===== src/rtl/core_pkg.sv =====
package core_pkg;

    ////////////////////////////////////////////////////////////
    // Widths and constants
    ////////////////////////////////////////////////////////////
    localparam int unsigned xlen = 32;
    localparam int unsigned reg_aw = 5;
    localparam int unsigned dmem_aw = 8;
    localparam logic [xlen-1:0] reset_pc = 32'h0000_0000;
    // ADDI x0, x0, 0
    localparam logic [xlen-1:0] nop_instr = 32'h0000_0013;

    // Major opcodes of the kept subset
    typedef enum logic [6:0] {
        op_r      = 7'b0110011,
        op_imm    = 7'b0010011,
        op_load   = 7'b0000011,
        op_store  = 7'b0100011,
        op_branch = 7'b1100011,
        op_lui    = 7'b0110111,
        op_jal    = 7'b1101111
    } opcode_e;

    typedef enum logic [3:0] {
        alu_add, alu_sub, alu_and, alu_or, alu_xor,
        alu_slt, alu_sll, alu_srl, alu_pass_b
    } alu_op_e;

    typedef enum logic [1:0] {wb_alu, wb_mem, wb_pc4} wb_sel_e;

    typedef enum logic [1:0] {fwd_rf, fwd_em, fwd_wb} fwd_src_e;

    ////////////////////////////////////////////////////////////
    // Pipeline bundles
    ////////////////////////////////////////////////////////////
    typedef struct packed {
        logic            valid;
        logic [xlen-1:0] pc;
        logic [xlen-1:0] instr;
    } fd_t;

    typedef struct packed {
        logic              valid;
        logic [xlen-1:0]   pc;
        logic [reg_aw-1:0] rd;
        logic [reg_aw-1:0] rs1;
        logic [reg_aw-1:0] rs2;
        logic [xlen-1:0]   rs1_val;
        logic [xlen-1:0]   rs2_val;
        logic [xlen-1:0]   imm;
        logic              use_imm;
        alu_op_e           alu_op;
        wb_sel_e           wb_sel;
        logic              mem_write;
        logic              is_load;
    } de_t;

    typedef struct packed {
        logic              valid;
        logic [xlen-1:0]   pc;
        logic [reg_aw-1:0] rd;
        logic [xlen-1:0]   result;
        logic [xlen-1:0]   store_data;
        logic              mem_write;
        wb_sel_e           wb_sel;
    } em_t;

    // rd is zero when nothing is written
    typedef struct packed {
        logic              valid;
        logic [xlen-1:0]   pc;
        logic [reg_aw-1:0] rd;
        logic [xlen-1:0]   data;
    } retire_t;

    // Operand select shared by the ALU and the branch comparator
    function automatic logic [xlen-1:0] fwd_mux(
        input fwd_src_e        sel,
        input logic [xlen-1:0] rf_val,
        input logic [xlen-1:0] em_val,
        input logic [xlen-1:0] wb_val
    );
        case (sel)
            fwd_em:  return em_val;
            fwd_wb:  return wb_val;
            default: return rf_val;
        endcase
    endfunction

endpackage


===== src/rtl/fetch_stage.sv =====
`timescale 1ns/100ps

module fetch_stage (
    input  logic                      clk,
    input  logic                      rst,
    input  logic                      stall,
    input  logic                      redirect,
    input  logic [core_pkg::xlen-1:0] target,
    input  logic [core_pkg::xlen-1:0] imem_data,
    output logic [core_pkg::xlen-1:0] imem_addr,
    output core_pkg::fd_t             fd
);

    logic [core_pkg::xlen-1:0] pc;

    // Memory returns the word for pc one clock later
    assign imem_addr = pc;

    always_ff @(posedge clk or negedge rst) begin
        if (!rst) begin
            pc <= core_pkg::reset_pc;
            fd <= '{valid: 1'b0, pc: core_pkg::reset_pc, instr: core_pkg::nop_instr};
        end else if (!stall) begin
            if (redirect) begin
                // Squash the wrong-path word already fetched
                pc <= target;
                fd <= '{valid: 1'b0, pc: pc, instr: core_pkg::nop_instr};
            end else begin
                pc <= pc + 32'd4;
                fd <= '{valid: 1'b1, pc: pc, instr: imem_data};
            end
        end
    end

endmodule


===== config.mk =====
export PLATFORM = sky130hd
export DESIGN_NAME = fetch_stage
export DESIGN_NICKNAME = d
export VERILOG_FILES = /design/src/rtl/core_pkg.sv /design/src/rtl/fetch_stage.sv
export SDC_FILE = /design/constraint.sdc
export NUM_CORES = 1
export LEC_CHECK = 0
export BUFFER_PORTS_ARGS = -buffer_cell sky130_fd_sc_hd__buf_2
export CORE_ASPECT_RATIO = 0.5
export CORE_MARGIN = 8
export CORE_UTILIZATION = 31
export CTS_CLUSTER_SIZE = 25
export DETAILED_ROUTE_END_ITERATION = 8
export SLEW_MARGIN = 0
export SYNTH_ARGS = -nofsm -noshare
export SYNTH_HDL_FRONTEND = slang
export SYNTH_SLANG_ARGS = --single-unit

===== constraint.sdc =====
create_clock -name clk -period 2.7 [get_ports clk]
set_input_delay 0.54 -clock clk [delete_from_list [all_inputs] [get_ports clk]]
set_output_delay 0.54 -clock clk [all_outputs]
set_load 0.1 [all_outputs]

==> run metrics <==
clock tree buffer depth=2; drt wl/cell=16.0 µm; outcome=finished, final reports clean; worst slew margin relative to its limit=53.5%; H-Tree Depth=3; leading area contributor after synthesis=dfrtp_1; share of cells above drive strength 1=38.0%; Slew Viols, Final=0; PwrDens=937 nW/µm²; vias per inst=4.75; Global Route Usage Sum=13.8%; placed inst area=5600 µm²; worst endpoint required time=2.98 ns; top-area cell type share of the netlist area=51.9%; unrepaired setup endpoints after global routing=no; Post-Syn Area per Cell=10.2 µm²; Core ar.=14,400 µm²; Leak=0.00278 µW; Reg clk slew, reported paths=0.07 ns; Post-synth EDFFs=0; fin crit share=72.7%; Inserted Clock Buffers=9; first-pass GRT wire length=21,300 µm; Worst R2R Setup Slack=0.74 ns; Syn Nets=515; met2 usage=24.7%; most numerous cell in the Yosys netlist=dfrtp_1; worst-skew pair later-pin latency=0.34 ns; Horiz. Die Dim=187 µm; FF-to-FF Start=imem_addr[2]; Yosys reg bits=97; Max Freq=509 MHz; final worst path period need=1.96 ns; total global routing overflow=0; post-route setup slack=0.736 ns; antenna-violating nets left=0; met3 usage=3.06%; Max FO, Critical Path=11; Root Driver=clkbuf_16; pin slew with the least headroom to its limit=0.698 ns; nets@finish=670; DIE AREA=19,000 µm²; Crit Path Category=reg -> reg; Placer Congestion=0.765; Area Growth Syn to Fin=30.0%; post-DP HPWL=9350 µm; Hold Fails Final Rpt=0; TNS Setup=0 ns; GRT busiest layer=met2; sequential cell area fraction in the yosys report=53.7%; post-route core utilization=40.9%; Area contributors post-synth=dfrtp_1 52%, mux2_2 8.0%, o21ai_0 5.2%; filler-free cell count of the finished design=804; pin count of the biggest net entering global routing=120; top cells by count, synth=94 x dfrtp_1, 53 x nand2_1, 47 x o21ai_0, 32 x mux2_2, 30 x nand2b_1; worst r2r dst=imem_addr[30]; post-synth cell types=42; die height=101 µm; Synthesis Warnings=0; Placement Rows=31; FF-to-FF path depth=7; DR iter-0 viols=229; endpoints failing setup=0; synthesized area=4530 µm²; Resize count post-CTS=0; Initial Util=31.5%; Post-Synthesis Cells=446; vias in the first global route=3,994; critical path startpoint=imem_addr[2]; Post-CTS Repair Setup Buffers=0; number of I/O pins=165; Hold Buf Count CTS=0; Pre-Repair DR Iteration Count=4; asr flop ratio synth=100%; Crit path arrival time=2.24 ns; IO buf count=164; Worst Skew=0.00676 ns; met1 usage=16.8%; via count=3,817; FILL cells=1,435; Max IR drop VDD=0.315 mV; clock sink count=97; pre-CTS setup slack=0.739 ns; Hold Crit Class=in -> async; Design Area, Final=5890 µm²; Placed Cells=788; initial antenna violation count=0; TritonCTS clock tree=yes; ys flop type=dfrtp_1; DRC viols=0; Worst Setup End Kind=register; final WL=12,900 µm; antenna cells=0; CP Launch Type=register; maxcap violations=0
power by group:
part           internal, µW  leakage, µW  total (µW)  switching (µW)
logic                   397      0.00147        2380            1980
clock network           742     0.000144        1270             526
registers              1670      0.00117        1870             200
worst max-delay path by stage:
stage	slack, ns	end	depth (start not counted)
floorplan	0.13	imem_addr[21]	6
global placement	0.75	imem_addr[2]	5
detailed placement	0.74	imem_addr[25]	6
CTS	0.74	imem_addr[30]	7
global route	0.48	imem_addr[30]	7
finish	0.74	imem_addr[30]	7
cell families after synthesis:
| kind of cell | count (synthesis) | share of synthesized area (%) |
|---|---|---|
| AO/OA/AOI/OAI | 92 | 12.3 |
| multiplexers | 43 | 10.4 |
| flip-flops | 97 | 53.7 |
| AND/OR/NAND/NOR | 175 | 20.1 |
| adder cells (fa/ha/maj) | 1 | 0.276 |
| buffers and inverters | 38 | 3.26 |
through the flow:
| stage | power (µW) | hold slack (ns) |
|---|---|---|
| after global routing | 5760 | 0.306 |
| after global placement | 4280 | 0.463 |
| final | 5520 | 0.239 |
| after floorplan | 3820 | 0.244 |
| after CTS | 5590 | 0.270 |
| after detailed placement | 4300 | 0.469 |
flip-flops by register name, summed over array words and instances, names as in the netlist:
name       flops
fd            65
imem_addr     32
final cells by class:
class	count	area, µm²	share of cell area [%]
Timing Repair Buffer	175	933	15.9
Sequential cell	97	2430	41.3
Multi-Input combinational cell	311	1960	33.3
Inverter	7	26.3	0.446
Clock inverter	3	40.0	0.680
Clock buffer	13	250	4.25
Tap cell	198	248	4.21
per-layer routing:
layer	part of all wire [%]	vias to the layer above
li1	-	1887
met1	44	1843
met2	52	78
met3	3.3	9
met4	0.94	0
met5	0	-
worst max-delay path, stage by stage (launching register included):
cell and delay [ns]:
dfrtp_1 0.45, ha_1 0.20, nand3_1 0.20, nor4_2 0.31
buf_4 0.22, nand4_1 0.11, or3_1 0.33, nand3_1 0.08
cell usage in the layout, fill, tap and decap left out, types with 2 or more instances in the layout:
cell,count
a21oi_1,9
a22oi_1,24
a311oi_1,2
and2_1,2
and3_1,3
and4_1,4
buf_12,2
buf_2,162
buf_4,11
clkbuf_1,3
clkbuf_16,9
clkinv_2,2
dfrtp_1,94
dfstp_2,3
inv_1,7
mux2_2,32
mux2i_1,11
nand2_1,53
nand2b_1,30
nand3_1,18
nand3b_1,4
nand4_1,9
nor2_1,24
nor2b_1,9
nor3_1,4
nor4_1,2
o21ai_0,47
or2_2,2
or3_1,3
or4_1,2
No activity file was read; power rests on OpenSTA's default activity.
