[src/rtl/core_pkg.sv]
package core_pkg;

    ////////////////////////////////////////////////////////////
    // Widths and constants
    ////////////////////////////////////////////////////////////
    localparam int unsigned xlen = 32;
    localparam int unsigned reg_aw = 5;
    localparam int unsigned dmem_aw = 8;
    localparam logic [xlen-1:0] reset_pc = 32'h0000_0000;
    // ADDI x0, x0, 0
    localparam logic [xlen-1:0] nop_instr = 32'h0000_0013;

    // Major opcodes of the kept subset
    typedef enum logic [6:0] {
        op_r      = 7'b0110011,
        op_imm    = 7'b0010011,
        op_load   = 7'b0000011,
        op_store  = 7'b0100011,
        op_branch = 7'b1100011,
        op_lui    = 7'b0110111,
        op_jal    = 7'b1101111
    } opcode_e;

    typedef enum logic [3:0] {
        alu_add, alu_sub, alu_and, alu_or, alu_xor,
        alu_slt, alu_sll, alu_srl, alu_pass_b
    } alu_op_e;

    typedef enum logic [1:0] {wb_alu, wb_mem, wb_pc4} wb_sel_e;

    typedef enum logic [1:0] {fwd_rf, fwd_em, fwd_wb} fwd_src_e;

    ////////////////////////////////////////////////////////////
    // Pipeline bundles
    ////////////////////////////////////////////////////////////
    typedef struct packed {
        logic            valid;
        logic [xlen-1:0] pc;
        logic [xlen-1:0] instr;
    } fd_t;

    typedef struct packed {
        logic              valid;
        logic [xlen-1:0]   pc;
        logic [reg_aw-1:0] rd;
        logic [reg_aw-1:0] rs1;
        logic [reg_aw-1:0] rs2;
        logic [xlen-1:0]   rs1_val;
        logic [xlen-1:0]   rs2_val;
        logic [xlen-1:0]   imm;
        logic              use_imm;
        alu_op_e           alu_op;
        wb_sel_e           wb_sel;
        logic              mem_write;
        logic              is_load;
    } de_t;

    typedef struct packed {
        logic              valid;
        logic [xlen-1:0]   pc;
        logic [reg_aw-1:0] rd;
        logic [xlen-1:0]   result;
        logic [xlen-1:0]   store_data;
        logic              mem_write;
        wb_sel_e           wb_sel;
    } em_t;

    // rd is zero when nothing is written
    typedef struct packed {
        logic              valid;
        logic [xlen-1:0]   pc;
        logic [reg_aw-1:0] rd;
        logic [xlen-1:0]   data;
    } retire_t;

    // Operand select shared by the ALU and the branch comparator
    function automatic logic [xlen-1:0] fwd_mux(
        input fwd_src_e        sel,
        input logic [xlen-1:0] rf_val,
        input logic [xlen-1:0] em_val,
        input logic [xlen-1:0] wb_val
    );
        case (sel)
            fwd_em:  return em_val;
            fwd_wb:  return wb_val;
            default: return rf_val;
        endcase
    endfunction

endpackage

[src/rtl/hazard_unit.sv]
`timescale 1ns/100ps

module hazard_unit (
    input  logic [core_pkg::reg_aw-1:0] dec_rs1,
    input  logic [core_pkg::reg_aw-1:0] dec_rs2,
    input  logic                        dec_is_branch,
    input  core_pkg::de_t               de,
    input  core_pkg::em_t               em,
    input  core_pkg::retire_t           wb,
    output logic                        stall,
    output core_pkg::fwd_src_e          fwd_a,
    output core_pkg::fwd_src_e          fwd_b,
    output core_pkg::fwd_src_e          br_fwd_a,
    output core_pkg::fwd_src_e          br_fwd_b
);

    logic dep_ex;
    logic dep_mem_load;

    // Youngest nonzero producer wins, bubbles carry rd of zero
    function automatic core_pkg::fwd_src_e pick_src(
        input logic [core_pkg::reg_aw-1:0] rs,
        input logic [core_pkg::reg_aw-1:0] em_rd,
        input logic [core_pkg::reg_aw-1:0] wb_rd
    );
        if (rs != '0 && rs == em_rd) begin
            return core_pkg::fwd_em;
        end else if (rs != '0 && rs == wb_rd) begin
            return core_pkg::fwd_wb;
        end
        return core_pkg::fwd_rf;
    endfunction

    ////////////////////////////////////////////////////////////
    // Forwarding selects
    ////////////////////////////////////////////////////////////
    assign fwd_a    = pick_src(de.rs1, em.rd, wb.rd);
    assign fwd_b    = pick_src(de.rs2, em.rd, wb.rd);
    assign br_fwd_a = pick_src(dec_rs1, em.rd, wb.rd);
    assign br_fwd_b = pick_src(dec_rs2, em.rd, wb.rd);

    ////////////////////////////////////////////////////////////
    // Stall detection
    ////////////////////////////////////////////////////////////

    // Decode reads what execute is producing right now
    assign dep_ex = (de.rd != '0) && (de.rd == dec_rs1 || de.rd == dec_rs2);

    // Load data only exists at the end of the memory stage
    assign dep_mem_load = (em.wb_sel == core_pkg::wb_mem) && (em.rd != '0) &&
                          (em.rd == dec_rs1 || em.rd == dec_rs2);

    // Load-use costs one cycle, a branch on a load two
    assign stall = (de.is_load && dep_ex) ||
                   (dec_is_branch && (dep_ex || dep_mem_load));

endmodule

[config.mk]
export PLATFORM = sky130hd
export DESIGN_NAME = hazard_unit
export DESIGN_NICKNAME = d
export VERILOG_FILES = /design/src/rtl/core_pkg.sv /design/src/rtl/hazard_unit.sv
export SDC_FILE = /design/constraint.sdc
export NUM_CORES = 1
export LEC_CHECK = 0
export ABC_AREA = 1
export BUFFER_PORTS_ARGS = -buffer_cell sky130_fd_sc_hd__buf_4
export CORE_AREA = 2 2 136 138
export DETAILED_ROUTE_END_ITERATION = 6
export DIE_AREA = 0 0 138 140
export GPL_TIMING_DRIVEN = 0
export PLACE_DENSITY = 0.35
export REMOVE_ABC_BUFFERS = 1
export SLEW_MARGIN = 20
export SYNTH_ARGS = -nofsm -noshare
export SYNTH_HDL_FRONTEND = slang
export SYNTH_SLANG_ARGS = --single-unit
export TNS_END_PERCENT = 30
[constraint.sdc]
create_clock -name vclk -period 2.3
set_clock_uncertainty 0.15 [all_clocks]
set_input_delay 0.115 -clock vclk [all_inputs]
set_output_delay 0.115 -clock vclk [all_outputs]
set_load 0.05 [all_outputs]
==> run metrics <==
status=finished, final reports clean; seq_cells=0; metal2 WL=around 1700 um; share of the synthesized area in the top cell type=0.243; Setup Buffers After CTS=0; GRT Resource Usage Total=0.0465; register area=0 um^2; Seq/Total Area, Yosys=0; height of the chip=140 um; P_leak=~0.69 nW; 1st-pass router iterations=4; Final nets=~550; routed vias/inst=roughly 2.6; Hold Crit Class=in2out; Ys Warns=0; Rows=between 40 and 50; Met1 Wirelength=between 2000 and 3000 um; CP endpoint=fwd_a[1]; IR drop worst, VDD=55.2 uV; crit path launch type=input pin; Die Footprint=just under 0.02 mm^2; worst slew pin tran=between 0.4 and 0.5 ns; Initial DRC Count=91; Overflow after GRT=0; CP arrival=1.21 ns; endpoints failing setup=0; Max Cap Viol=0; crit share post-route=0.643; drt total wl=roughly 4500 um; crit path time final=roughly 1.5 ns; cts-stage hold buffer count=0; fmax=slightly below 700 MHz; Mean Syn Cell Area=approximately 5.3 um^2; final setup TNS=0 ns; Cells after Synth=162; post-route setup slack=about 0.82 ns; non-filler cells, final=about 440; HPWL Detailed=4260 um; fill count=2124; CP endpoint kind=primary output; Clock Buffer Count=0; area grow syn2layout=73.0%; vias=1122; GPL Wtd Cong=between 0.7 and 0.8; Die X=about 140 um; post-route ant nets=0; top cells by area, synth=nand2_1, xnor2_1, xor2_1; Netlist cell types=18; largest net degree at the start of global routing=7; layout cell share with drive strength beyond 1=0.317; Power Density=between 150 and 200 mW/mm^2; Critical Path RT=just over 2 ns; wire per inst=10.4 um; Post-DP Area=approximately 0.0015 mm^2; biggest area consumer among synthesized cells=nand2_1; pre-CTS setup slack=roughly 0.8 ns; vias in the first global route=approximately 1200; Netlist Area Pre-Place=863 um^2; CP Max Fanout=6; footprint of the multi-input gates=between 700 and 800 um^2; Initial Util=0.0486; design area=around 0.0015 mm^2; Fin. Hold Viols=0; Core ar.=0.0178 mm^2; Slew HR=0.687; Synth top cells by count=nand2_1, nor2_1, xnor2_1; critical path class=in2out; ant diodes=0; Worst Setup SP=em[70]; placed insts=437; I/O pin count=roughly 350; PostCTS Resize Cnt=0; first-pass GRT wire length=approximately 7000 um; RSZ-0062 raised after global routing=no; most frequent cell after synthesis=nand2_1; IO buf count=48; antenna violations before repair=0; met3 WL=between 300 and 400 um; max layer used=met3; Slew Limit Fails=0; Residual DRC=0
placed cells by master (no fill, tap or decap):
cell type / netlist / final
nor3_1: 4 / 4
nand3b_1: 1 / 1
nor2_1: 20 / 20
nand4_1: 4 / 4
nand3_2: 2 / 2
xor2_1: 17 / 17
nand2_1: 56 / 56
inv_1: 11 / 11
xnor2_1: 18 / 18
nor3_2: 2 / 2
nand3_1: 8 / 8
o21ai_0: 1 / 1
inv_2: 10 / 10
buf_4: 0 / 48
a31oi_1: 1 / 1
nor3b_1: 1 / 1
nor2_2: 4 / 4
worst max-delay path, cell delays in order:
cell and delay (ns):
buf_4 0.15, xnor2_1 0.17, nand3_1 0.10, nor3_2 0.37, nor2_1 0.10, buf_4 0.20
cells by family (layout without fill, tap and decap cells):
group | count (synthesis) | count (layout) | share of synthesized area
and+or+nand+nor | 102 | 102 | 0.522
xor gates and xnor gates | 35 | 35 | 0.355
buffers and inverters | 23 | 69 | 0.110
AOI/OAI and AO/OA | 2 | 2 | 0.0130
area by class of cell:
cell class | count | area share
Multi-Input combinational cell | 139 | 0.514
Tap cell | 229 | 0.192
Timing Repair Buffer | 48 | 0.241
Inverter | 21 | 0.0528
routing by layer:
layer | up-vias | global-route usage
met1 | 486 | 0.0768
met2 | 46 | 0.0670
li1 | 590 | -
met4 | 0 | 0
met5 | - | 0
met3 | 0 | 0.00547
through the flow:
stage          hold slack, ns    util  power [W]
6_report                0.572  0.0840   0.000259
5_1_grt                 0.606  0.0840   0.000288
4_1_cts                 0.570  0.0840   0.000262
3_5_place_dp            0.566  0.0840   0.000261
3_3_place_gp            0.572  0.0840   0.000260
2_1_floorplan           0.299       -   0.000132
how the worst min path moves through the flow:
stage	startpoint	end	slack [ns]	cells after the start
after floorplan	de[110]	fwd_a[0]	0.30	3
after global placement	dec_rs1[3]	br_fwd_a[1]	0.57	5
after detailed placement	dec_rs1[0]	br_fwd_a[0]	0.57	4
after CTS	dec_rs1[0]	br_fwd_a[0]	0.57	4
after global routing	de[105]	fwd_b[0]	0.61	5
final	de[0]	stall	0.57	6
where the power goes:
| group | leakage, nW | internal (W) | total, W | switching, W |
|---|---|---|---|---|
| clock network | 0 | 0 | 0 | 0 |
| registers | 0 | 0 | 0 | 0 |
| logic | 0.691 | 0.000113 | 0.000259 | 0.000146 |
Note: power is estimated with default switching activity, not from simulation.
